### src/include/fir_coeffs.svh
// symmetric low-pass taps, entry k weighs the sample from k strobes ago
// the taps sum to 1024
localparam logic signed [fir_pkg::COEFF_WIDTH-1:0] FIR_COEFFS [fir_pkg::NUM_TAPS] = '{
    -1,
    -2,
    -3,
    -5,
    -6,
    -5,
    0,
    10,
    25,
    45,
    67,
    90,
    110,
    123,
    128,   // center tap
    123,
    110,
    90,
    67,
    45,
    25,
    10,
    0,
    -5,
    -6,
    -5,
    -3,
    -2,
    -1,
    0,     // last three are padding
    0,
    0
};

### src/hdl/fir_pkg.sv
package fir_pkg;

    // filter geometry, tied to the table in fir_coeffs.svh
    localparam int NUM_TAPS      = 32;
    localparam int TAP_IDX_WIDTH = 5;   // enough to index NUM_TAPS entries

    // coefficient format
    localparam int COEFF_WIDTH = 16;    // signed

    // taps sum to 1 << COEFF_SHIFT, so the shift restores unity dc gain
    localparam int COEFF_SHIFT = 10;

    // sequencer phases for one sample
    //   IDLE  waiting for a strobe
    //   MAC   one multiply-accumulate per cycle, tap 0 first
    //   ROUND round, shift, saturate and load the output register
    typedef enum logic [1:0] {
        IDLE  = 2'd0,
        MAC   = 2'd1,
        ROUND = 2'd2
    } fir_state_t;

endpackage

### src/hdl/tap_counter.sv
`timescale 1ns/1ps
`default_nettype none

module tap_counter import fir_pkg::*; (
    input  wire                      clk_in,
    input  wire                      rst_in,
    input  wire                      clear,
    input  wire                      advance,
    output logic [TAP_IDX_WIDTH-1:0] tap_index,
    output logic                     last_tap
);

    localparam logic [TAP_IDX_WIDTH-1:0] LAST_IDX = TAP_IDX_WIDTH'(NUM_TAPS - 1);

    assign last_tap = advance && (tap_index == LAST_IDX);

    always_ff @(posedge clk_in) begin
        if (rst_in || clear) begin
            tap_index <= '0;
        end else if (advance && !last_tap) begin
            tap_index <= tap_index + 1'b1;
        end   // holds at the last tap until the next clear
    end

    // the sequencer has to leave MAC right after the last tap
    a_stop_after_last: assert property (
        @(posedge clk_in) disable iff (rst_in)
        (advance && tap_index == LAST_IDX) |=> !advance
    ) else $error("tap_counter: advance past last tap");

endmodule

`default_nettype wire

### src/hdl/fir_sequencer.sv
`timescale 1ns/1ps
`default_nettype none

module fir_sequencer import fir_pkg::*; (
    input  wire  clk_in,
    input  wire  rst_in,
    input  wire  valid_in,
    input  wire  last_tap,
    output logic shift_en,
    output logic acc_clear,
    output logic mac_en,
    output logic out_load,
    output logic busy
);

    fir_state_t state;
    fir_state_t state_next;

    always_ff @(posedge clk_in) begin
        if (rst_in) begin
            state <= IDLE;
        end else begin
            state <= state_next;
        end
    end

    always_comb begin
        state_next = state;
        unique case (state)
            IDLE:    if (valid_in) state_next = MAC;
            MAC:     if (last_tap) state_next = ROUND;
            ROUND:   state_next = IDLE;   // output loads on this edge
            default: state_next = IDLE;
        endcase
    end

    // a strobe only takes effect in IDLE, anything else is dropped
    assign shift_en  = (state == IDLE) && valid_in;
    assign acc_clear = (state == IDLE) && valid_in;
    assign mac_en    = (state == MAC);
    assign out_load  = (state == ROUND);
    assign busy      = (state != IDLE);

    // one mac cycle per tap, then straight into the round cycle
    a_mac_length: assert property (
        @(posedge clk_in) disable iff (rst_in)
        out_load |-> $past(mac_en, NUM_TAPS) && !$past(mac_en, NUM_TAPS + 1)
    ) else $error("fir_sequencer: mac phase did not last one cycle per tap");

endmodule

`default_nettype wire

### src/hdl/sample_delay_line.sv
`timescale 1ns/1ps
`default_nettype none

module sample_delay_line import fir_pkg::*; #(
    parameter int DATA_WIDTH = 8
) (
    input  wire                          clk_in,
    input  wire                          rst_in,
    input  wire                          shift_en,
    input  wire signed [DATA_WIDTH-1:0]  sample_in,
    input  wire        [TAP_IDX_WIDTH-1:0] tap_index,
    output logic signed [DATA_WIDTH-1:0] tap_sample
);

    logic signed [DATA_WIDTH-1:0] line [NUM_TAPS];   // line[k] is k strobes old

    always_ff @(posedge clk_in) begin
        if (rst_in) begin
            for (int i = 0; i < NUM_TAPS; i++) begin
                line[i] <= '0;
            end
        end else if (shift_en) begin
            line[0] <= sample_in;
            for (int i = 1; i < NUM_TAPS; i++) begin
                line[i] <= line[i-1];
            end
        end
    end

    // read port for the mac loop
    assign tap_sample = line[tap_index];

endmodule

`default_nettype wire

### src/hdl/mac_datapath.sv
`timescale 1ns/1ps
`default_nettype none

module mac_datapath import fir_pkg::*; #(
    parameter int DATA_WIDTH = 8
) (
    input  wire                            clk_in,
    input  wire                            rst_in,
    input  wire                            acc_clear,
    input  wire                            mac_en,
    input  wire                            out_load,
    input  wire        [TAP_IDX_WIDTH-1:0] tap_index,
    input  wire signed [DATA_WIDTH-1:0]    tap_sample,
    output logic signed [DATA_WIDTH-1:0]   filtered_audio,
    output logic                           data_ready
);

    `include "fir_coeffs.svh"

    localparam int PROD_WIDTH = DATA_WIDTH + COEFF_WIDTH;
    localparam int ACC_WIDTH  = DATA_WIDTH + COEFF_WIDTH + TAP_IDX_WIDTH;   // room for 32 sums

    // half an output step, one at bit COEFF_SHIFT-1
    localparam logic signed [ACC_WIDTH-1:0] ROUND_CONST = ACC_WIDTH'(1) <<< (COEFF_SHIFT - 1);
    localparam logic signed [ACC_WIDTH-1:0] OUT_MAX = (ACC_WIDTH'(1) <<< (DATA_WIDTH - 1)) - 1;
    localparam logic signed [ACC_WIDTH-1:0] OUT_MIN = -(ACC_WIDTH'(1) <<< (DATA_WIDTH - 1));

    logic signed [COEFF_WIDTH-1:0] coeff;
    logic signed [PROD_WIDTH-1:0]  product;
    logic signed [ACC_WIDTH-1:0]   product_ext;
    logic signed [ACC_WIDTH-1:0]   acc;
    logic signed [ACC_WIDTH-1:0]   acc_rounded;
    logic signed [ACC_WIDTH-1:0]   acc_shifted;
    logic signed [DATA_WIDTH-1:0]  sat_value;

    assign coeff       = FIR_COEFFS[tap_index];
    assign product     = PROD_WIDTH'(tap_sample) * PROD_WIDTH'(coeff);
    assign product_ext = ACC_WIDTH'(product);   // sign extends to the accumulator width

    always_ff @(posedge clk_in) begin
        if (acc_clear) begin
            acc <= '0;
        end else if (mac_en) begin
            acc <= acc + product_ext;
        end
    end

    // round half up, then drop the coefficient scale
    assign acc_rounded = acc + ROUND_CONST;
    assign acc_shifted = acc_rounded >>> COEFF_SHIFT;

    always_comb begin
        if (acc_shifted > OUT_MAX) begin
            sat_value = OUT_MAX[DATA_WIDTH-1:0];
        end else if (acc_shifted < OUT_MIN) begin
            sat_value = OUT_MIN[DATA_WIDTH-1:0];
        end else begin
            sat_value = acc_shifted[DATA_WIDTH-1:0];
        end
    end

    always_ff @(posedge clk_in) begin
        if (rst_in) begin
            filtered_audio <= '0;
            data_ready     <= 1'b0;
        end else begin
            data_ready <= out_load;   // pulse in the cycle after the load
            if (out_load) begin
                filtered_audio <= sat_value;
            end
        end
    end

    // out_load is a single ROUND cycle, so ready can never stretch
    a_ready_single: assert property (
        @(posedge clk_in) disable iff (rst_in)
        data_ready |=> !data_ready
    ) else $error("mac_datapath: data_ready high two cycles in a row");

endmodule

`default_nettype wire

### src/hdl/audio_fir_top.sv
`timescale 1ns/1ps
`default_nettype none

module audio_fir_top import fir_pkg::*; #(
    parameter int DATA_WIDTH = 8
) (
    input  wire                          clk_in,
    input  wire                          rst_in,
    input  wire signed [DATA_WIDTH-1:0]  audio_in,
    input  wire                          valid_in,
    output logic signed [DATA_WIDTH-1:0] filtered_audio,
    output logic                         data_ready,
    output logic                         busy
);

    logic                         shift_en;
    logic                         acc_clear;
    logic                         mac_en;
    logic                         out_load;
    logic                         last_tap;
    logic [TAP_IDX_WIDTH-1:0]     tap_index;
    logic signed [DATA_WIDTH-1:0] tap_sample;

    fir_sequencer u_sequencer (
        .clk_in    (clk_in),
        .rst_in    (rst_in),
        .valid_in  (valid_in),
        .last_tap  (last_tap),
        .shift_en  (shift_en),
        .acc_clear (acc_clear),
        .mac_en    (mac_en),
        .out_load  (out_load),
        .busy      (busy)
    );

    // counter restarts with the accumulator, steps with each mac
    tap_counter u_tap_counter (
        .clk_in    (clk_in),
        .rst_in    (rst_in),
        .clear     (acc_clear),
        .advance   (mac_en),
        .tap_index (tap_index),
        .last_tap  (last_tap)
    );

    sample_delay_line #(
        .DATA_WIDTH (DATA_WIDTH)
    ) u_delay_line (
        .clk_in     (clk_in),
        .rst_in     (rst_in),
        .shift_en   (shift_en),
        .sample_in  (audio_in),
        .tap_index  (tap_index),
        .tap_sample (tap_sample)
    );

    mac_datapath #(
        .DATA_WIDTH (DATA_WIDTH)
    ) u_datapath (
        .clk_in         (clk_in),
        .rst_in         (rst_in),
        .acc_clear      (acc_clear),
        .mac_en         (mac_en),
        .out_load       (out_load),
        .tap_index      (tap_index),
        .tap_sample     (tap_sample),
        .filtered_audio (filtered_audio),
        .data_ready     (data_ready)
    );

endmodule

`default_nettype wire

### config.mk
export PLATFORM = sky130hd
export DESIGN_NAME = audio_fir_top
export DESIGN_NICKNAME = d
export VERILOG_FILES = /design/src/hdl/fir_pkg.sv /design/src/hdl/tap_counter.sv /design/src/hdl/fir_sequencer.sv /design/src/hdl/sample_delay_line.sv /design/src/hdl/mac_datapath.sv /design/src/hdl/audio_fir_top.sv
export VERILOG_INCLUDE_DIRS = /design/src /design/src/include
export SDC_FILE = /design/constraint.sdc
export NUM_CORES = 1
export LEC_CHECK = 0
export BUFFER_PORTS_ARGS = -buffer_cell sky130_fd_sc_hd__buf_4
export CORE_ASPECT_RATIO = 1.25
export CORE_MARGIN = 2
export CORE_UTILIZATION = 50
export CTS_CLUSTER_SIZE = 40
export DETAILED_ROUTE_END_ITERATION = 12
export GPL_ROUTABILITY_DRIVEN = 0
export PLACE_DENSITY_LB_ADDON = 0.2
export SLEW_MARGIN = 20
export SYNTH_ARGS = -nofsm -noshare
export SYNTH_HDL_FRONTEND = slang
export SYNTH_SLANG_ARGS = --single-unit
### constraint.sdc
create_clock -name clk_in -period 23.3 [get_ports clk_in]
set_input_delay 1.165 -clock clk_in [delete_from_list [all_inputs] [get_ports clk_in]]
set_output_delay 1.165 -clock clk_in [all_outputs]
set_load 0.005 [all_outputs]
* After elaboration in Yosys (flattened, before gate mapping)
Memories as Yosys holds them, arrays and structs flattened. A register that Yosys moved wholly into a read port is not among the register bits.
Cells that the tools add are included.
** Storage, ports and cells
- Memory bits (read-only) :: 512
- Output and inout port bits :: 10
- Bits in writable memories :: 256
- Word-level logic and storage cells :: 106
- Register bits after elaboration :: 45
- Memories kept :: 2
** Operators by class
- $add $sub $neg :: 3
- Order comparisons :: 3
- Eq/ne operators :: 5
- Multiplexer cells :: 46
- Reduce and logical (&&, ||, !) cells :: 8
- Multipliers :: 1
- Bitwise logic cells :: 33
** Memories
- (no name shown) :: words 32, width 16, read ports 1, clocked after Yosys merged registers in 0, write ports 0, RTL line mac_datapath.sv:36 : assign coeff = FIR_COEFFS[tap_index];
- u_delay_line.line :: words 32, width 8, read ports 32, clocked after Yosys merged registers in 1, write ports 32, RTL line sample_delay_line.sv:15 : logic signed [DATA_WIDTH-1:0] line [NUM_TAPS];
** Operators with widths (number)
- $mux 8 :: 34
- $mux 16 :: 2
- $or 1x1->1 :: 32
- $add 29x11->29 const B :: 1
- $add 29x24->29 :: 1
- $mul 8x16->24 :: 1
- $gt 19x8->1 const B :: 1
- $lt 19x8->1 const B :: 1
- $mux 5 :: 2
- $ge 6x6->1 const B :: 1
- $not 5->6 :: 1
- $add 5x1->5 const B :: 1
- $eq 5x5->1 const B :: 1
- $mux 1 :: 5
- $mux 2 :: 2
- $ne 2x2->1 const B :: 2
- $pmux 2 s2 :: 1
- $logic_and 1x1->1 :: 3
- $eq 2x1->1 const B :: 1
- $eq 2x2->1 const B :: 1
- $logic_not 2->1 :: 1
- $reduce_and 2->1 :: 1
- $reduce_bool 2->1 :: 1
- $logic_not 1->1 :: 1
- $logic_or 1x1->1 :: 1

* Depth between registers and ports, before layout
Gate-level depths: netlist of the first run.
- Depth in word-level cells :: 6
- Mapped depth :: 28
- Mapped depth without buffers :: 27

* By module
A second synthesis of the first run with hierarchy kept.
** Unflattened totals
- Cell total of the unflattened synthesis :: 1495
- Area, all modules :: 19179.6 um2
** By module, submodules not included
- sample_delay_line :: seq. area each 7687.4 um2, area an instance 11419.7 um2, cells an instance 649, instances 1
- mac_datapath :: seq. area each 760.7 um2, area an instance 7409.6 um2, cells an instance 807, instances 1
- tap_counter :: seq. area each 100.1 um2, area an instance 246.5 um2, cells an instance 27, instances 1
- fir_sequencer :: seq. area each 40.0 um2, area an instance 103.8 um2, cells an instance 12, instances 1

* Least setup slack after synthesis of the first run
Ideal clock, no wire load.
- Path kind :: input to register
- Start :: input port rst_in
- End :: register with a tool-made name
- Data required time :: 22817 ps
- Arrival :: 8791 ps
- Path slack :: 14026 ps
- Stages on the path :: 4
- Setup time :: 483 ps
- Path through :: clkbuf_1 nand2b_1 clkbuf_1 nor2_1
** RTL lines
- start, declared :: RTL line audio_fir_top.sv:8 : input wire rst_in,

==> results.toml, run 1 <==
[placement]
place_area_um2 = 19600
dp.final_hpwl_um = 25900
portBuffers = 20
post-place-ws_ps = 14650

[die]
coreArea_um2 = 37400
io-pin-count = 21
initial_utilization = 0.510
num_rows = 79
die_h_um = 222
dieArea_um2 = 39700
die_x_um = 179

[sta]
grt_setup_unrepaired = "no"
period_share = 0.364
tightest_slew_ps = 1040
relSlewSlack = 0.307
fin_setup_tns_ps = 0
finClkSkew_ps = 36.7
hold_viol = 0
period_needed_ps = 8490
fmax_ghz = 0.118
setup-violations-final = 0
drv_slew = 0
worst_slack_ps = 14810

[routing]
vias_per_cell = 5.60
remaining_drc_errors = 0
antenna_left = 0
drt-total-wl_um = 38300
vias = 11200
drt_first_pass_iters = 5
wl_per_cell_um = 19.1
drtIter0Drc = 797

[logic_synthesis]
syn_inst = 1497
synth-async-reset-ratio = 0
synthDistinctLibCells = 67
synth_nets = 1710
synth_edf_count = 256
synth_seq_cells = 306
syn_avg_cell_area_um2 = 12.7
yosys_warnings = 0
synth-main-ff-cell = "edfxtp_1"
syn-cell-area_um2 = 19100
seq_area_frac_synth = 0.456

[hold_path]
hold_class = "register to register"
min_path_cells = 2

[setup_path]
cp_max_fo = 39
required_ps = 23750
worst-r2r-cell-count = 20
cp.arrival_ps = 8940
worst_setup_path_end_kind = "register"
crit_type = "register to register"
startpoint_type = "register"

[clocking]
cts_tree = "yes"
cts_resized = 0
post_cts_buffers = 0
cts.sinks = 306
cts_buffer_depth = 3
clk_pin_slew_ps = 60
worstSkewPairLatency_ps = 530
h-tree-depth = 2
cts_buffers = 34
root_buffer = "clkbuf_16"
holdBufCountCts = 0

[grt]
grt_pass1_wl_um = 63100
grt_max_degree = 188
antenna_found_initial = 0
grt-ovfl-total = 0
track_usage = 0.202
grt_pass1_vias = 12000

[finish]
area_delta_synth_final_pct = 8.29
diodes = 0
final_cell_mix = "edfxtp_1 (256), and2_1 (157), fa_1 (127)"
postLayoutCoreUtil = 0.552
drive_gt1_frac = 0.123
fin_nets = 1705
fill_cells = 3106
final_area_um2 = 20600
final_common_cell = "edfxtp_1"

[outcome]
outcome = "complete, no violations"

[job]
maxCapViolCount = 0
==> final timing paths <==
kind / start / endpoint / slack, ps
worst max-delay path: register / u_datapath.acc[28] / 14810
worst min-delay path: u_datapath.acc[2] / u_datapath.acc[2] / 450
worst max register to register: register / u_datapath.acc[28] / 14810
worst min register to register: u_datapath.acc[2] / u_datapath.acc[2] / 450
==> sequential cells by signal, summed over array words and instances, names as in the netlist, named ones only <==
signal / cells
u_datapath.data_ready: 1
u_tap_counter.tap_index: 5
u_sequencer.state: 2
u_delay_line.line: 256
u_datapath.acc: 29
u_datapath.filtered_audio: 8
==> final cells by class <==
type	instances	area (um2)	share of cell area
Multi-Input combinational cell	1012	9680	0.469
Timing Repair Buffer	32	253	0.0122
Inverter	106	398	0.0193
Tap cell	486	608	0.0295
Clock inverter	11	58.8	0.00285
Clock buffer	47	941	0.0456
Sequential cell	306	8700	0.421
==> cell usage after synthesis, types with 12 or more instances <==
library cell	count	share of area
inv_1	105	0.021
fa_1	127	0.13
and2_1	157	0.052
clkbuf_1	52	0.010
o21ai_0	37	0.0097
xnor2_1	23	0.011
a211oi_1	12	0.0047
a21oi_1	44	0.012
mux4_2	81	0.096
nor2_1	89	0.018
nand2_1	85	0.017
dfxtp_1	50	0.053
nor2b_1	124	0.041
nand2b_1	20	0.0066
edfxtp_1	256	0.40
ha_1	75	0.049
==> kinds of logic after synthesis <==
logic type	after synthesis	share of synthesized area
mux	96	0.106
xor+xnor	32	0.0147
compound gates	143	0.0483
simple gates	539	0.155
fa+ha+maj	202	0.183
flops	306	0.456
buf+inv	179	0.0370
==> through the flow <==
| stage | hold slack, ps | std cells |
|---|---|---|
| 2_1_floorplan | 432 | 1497 |
| 6_report | 455 | 2000 |
| 3_5_place_dp | 449 | 1942 |
| 5_1_grt | 469 | 2000 |
| 3_3_place_gp | 443 | 1942 |
| 4_1_cts | 457 | 2000 |
==> critical path, cell delays in order (launching register included) <==
cell and delay [ps]:
dfxtp_4 700, buf_4 700, mux4_2 590, mux4_2 510, mux2i_2 460, nor2_1 190, fa_1 590, inv_1 150
fa_1 720, inv_1 350, fa_1 590, fa_1 490, ha_1 300, ha_1 360, and3_1 260, a211o_1 340
a31oi_1 210, o21ai_2 110, o41ai_2 260, mux2i_1 260, mux2i_1 200
==> routing by layer <==
layer | global-route usage | vias to the layer above | share of wire
met5 | 0 | - | 0
met4 | 0.0750 | 0 | 0.034
met3 | 0.0272 | 81 | 0.031
met2 | 0.349 | 190 | 0.51
met1 | 0.258 | 5712 | 0.42
li1 | - | 5222 | -
Power of run 1 is left out: the tool's default activity adds up to more than one toggle a clock period on the data nets, which glitch-free logic cannot reach.
==> run 2: changes to the inputs <==
==> constraint.sdc (replaced) <==
create_clock -name clk_in -period 8.6 [get_ports clk_in]
set_input_delay 0.43 -clock clk_in [delete_from_list [all_inputs] [get_ports clk_in]]
set_output_delay 0.43 -clock clk_in [all_outputs]
set_load 0.005 [all_outputs]
==> results.toml, run 2 (same netlist as run 1, synthesis figures left out) <==
[clocking]
clk_pin_slew_ps = 60
worstSkewPairLatency_ps = 520
cts_buffer_depth = 3
cts.sinks = 306
cts_tree = "yes"
root_buffer = "clkbuf_16"
post_cts_buffers = 0
cts_resized = 0
holdBufCountCts = 0
h-tree-depth = 2
cts_buffers = 34

[setup_path]
worst_setup_path_end_kind = "register"
cp_max_fo = 13
worst_path_most_repeated_cell = "fa_1"
worst-r2r-cell-count = 20
startpoint_type = "register"
required_ps = 9050
crit_path_cell_trace = "buf_4 > mux4_2 > mux4_2 > mux2i_4 > nor2_1 > fa_1 > inv_1 > fa_1 > inv_1 > fa_1 > fa_1 > ha_1 > ha_1 > and3_1 > a211o_1 > a31oi_1 > o21ai_2 > o41ai_2 > mux2i_1 > mux2i_1"
critPathSlowestCell = "fa_1"
critPathMaxStageDelay_ps = 750
cp.arrival_ps = 8200
crit_type = "register to register"

[finish]
drive_gt1_frac = 0.129
top_register = "u_delay_line.line"
final_cell_mix = "edfxtp_1 (256), and2_1 (158), fa_1 (127)"
area_delta_synth_final_pct = 9.54
top_regs = "u_delay_line.line (256), u_datapath.acc (29), u_datapath.filtered_audio (8)"
final_common_cell = "edfxtp_1"
diodes = 0
fin_nets = 1713
largest_reg_flops = 256
stdcell_count = 2011

[grt]
grt_pass1_wl_um = 62900
grt-ovfl-total = 0
grt_pass1_vias = 11800
grt_max_degree = 186
antenna_found_initial = 0
track_usage = 0.201

[placement]
post-place-ws_ps = 819
portBuffers = 20
dp_cells = 1950
dp.final_hpwl_um = 26300

[sta]
holdWs_ps = 186
worst_slack_ps = 854
relSlewSlack = 0.240
period_share = 0.901
hold_viol = 0
grt_setup_unrepaired = "no"
tightest_slew_ps = 1140
fin_setup_tns_ps = 0
period_needed_ps = 7750
setup-violations-final = 0
fmax_ghz = 0.129
finClkSkew_ps = 12.9
drv_slew = 0

[die]
coreArea_um2 = 37400
initial_utilization = 0.510
num_rows = 79
dieArea_um2 = 39700
die_h_um = 222
io-pin-count = 21
die_x_um = 179

[outcome]
outcome = "complete, no violations"

[hold_path]
hp-start = "audio_in[4]"
hold_class = "primary input to register"
min_path_cells = 2

[routing]
wl_per_cell_um = 19.0
drt_first_pass_iters = 5
vias_per_cell = 5.58
drt-total-wl_um = 38200
drtIter0Drc = 892
remaining_drc_errors = 0
antenna_left = 0
vias = 11200

[job]
maxCapViolCount = 0
-- run 2: changes by cell type in the layout (fill, tap and decap cells not counted), sizes merged --
cell / before / now
clkbuf: 47 / 41
buf: 32 / 40
clkinvlp: 1 / 0
clkinv: 8 / 11
bufinv: 0 / 7
-- run 2: final timing paths --
kind	endpoint	slack [ps]
setup / recovery	u_datapath.acc[28]	850
setup reg to reg	u_datapath.acc[28]	850
hold reg to reg	u_datapath.acc[6]	460
hold / removal	u_delay_line.line[0][4]	190
-- run 2: area by class of cell --
type / instances / area, um2
clock inverters: 20 / 288
fillers: 3108 / 16500
multi-input cells: 1012 / 9680
flip-flops and latches: 306 / 8700
repair buffers: 40 / 325
clock buffers: 41 / 877
well taps: 486 / 608
inverters: 106 / 398
-- run 2: critical path, delay by kind of cell, from the launching register on --
family                   cells  cell delay (ps)
buffers and inverters        3              840
multiplexers                 5             1810
AND/OR/NAND/NOR              2              460
AO/OA/AOI/OAI                4              930
flip-flops                   1              490
adder cells (fa/ha/maj)      6             3120
-- run 2: per-stage QoR --
stage / area (um2) / util
after CTS: 20900 / 0.559
after detailed placement: 19700 / 0.527
final: 20900 / 0.559
after global routing: 20900 / 0.559
after global placement: 19700 / 0.527
after floorplan: 19100 / -
-- run 2: per-layer routing --
layer,global-route usage,vias up,wire length (um)
met5,0,-,0
met2,0.338,223,19100
met3,0.0305,59,1420
li1,-,5234,-
met1,0.270,5705,16500
met4,0.0648,0,1070
Power of run 2 is left out for the same reason.
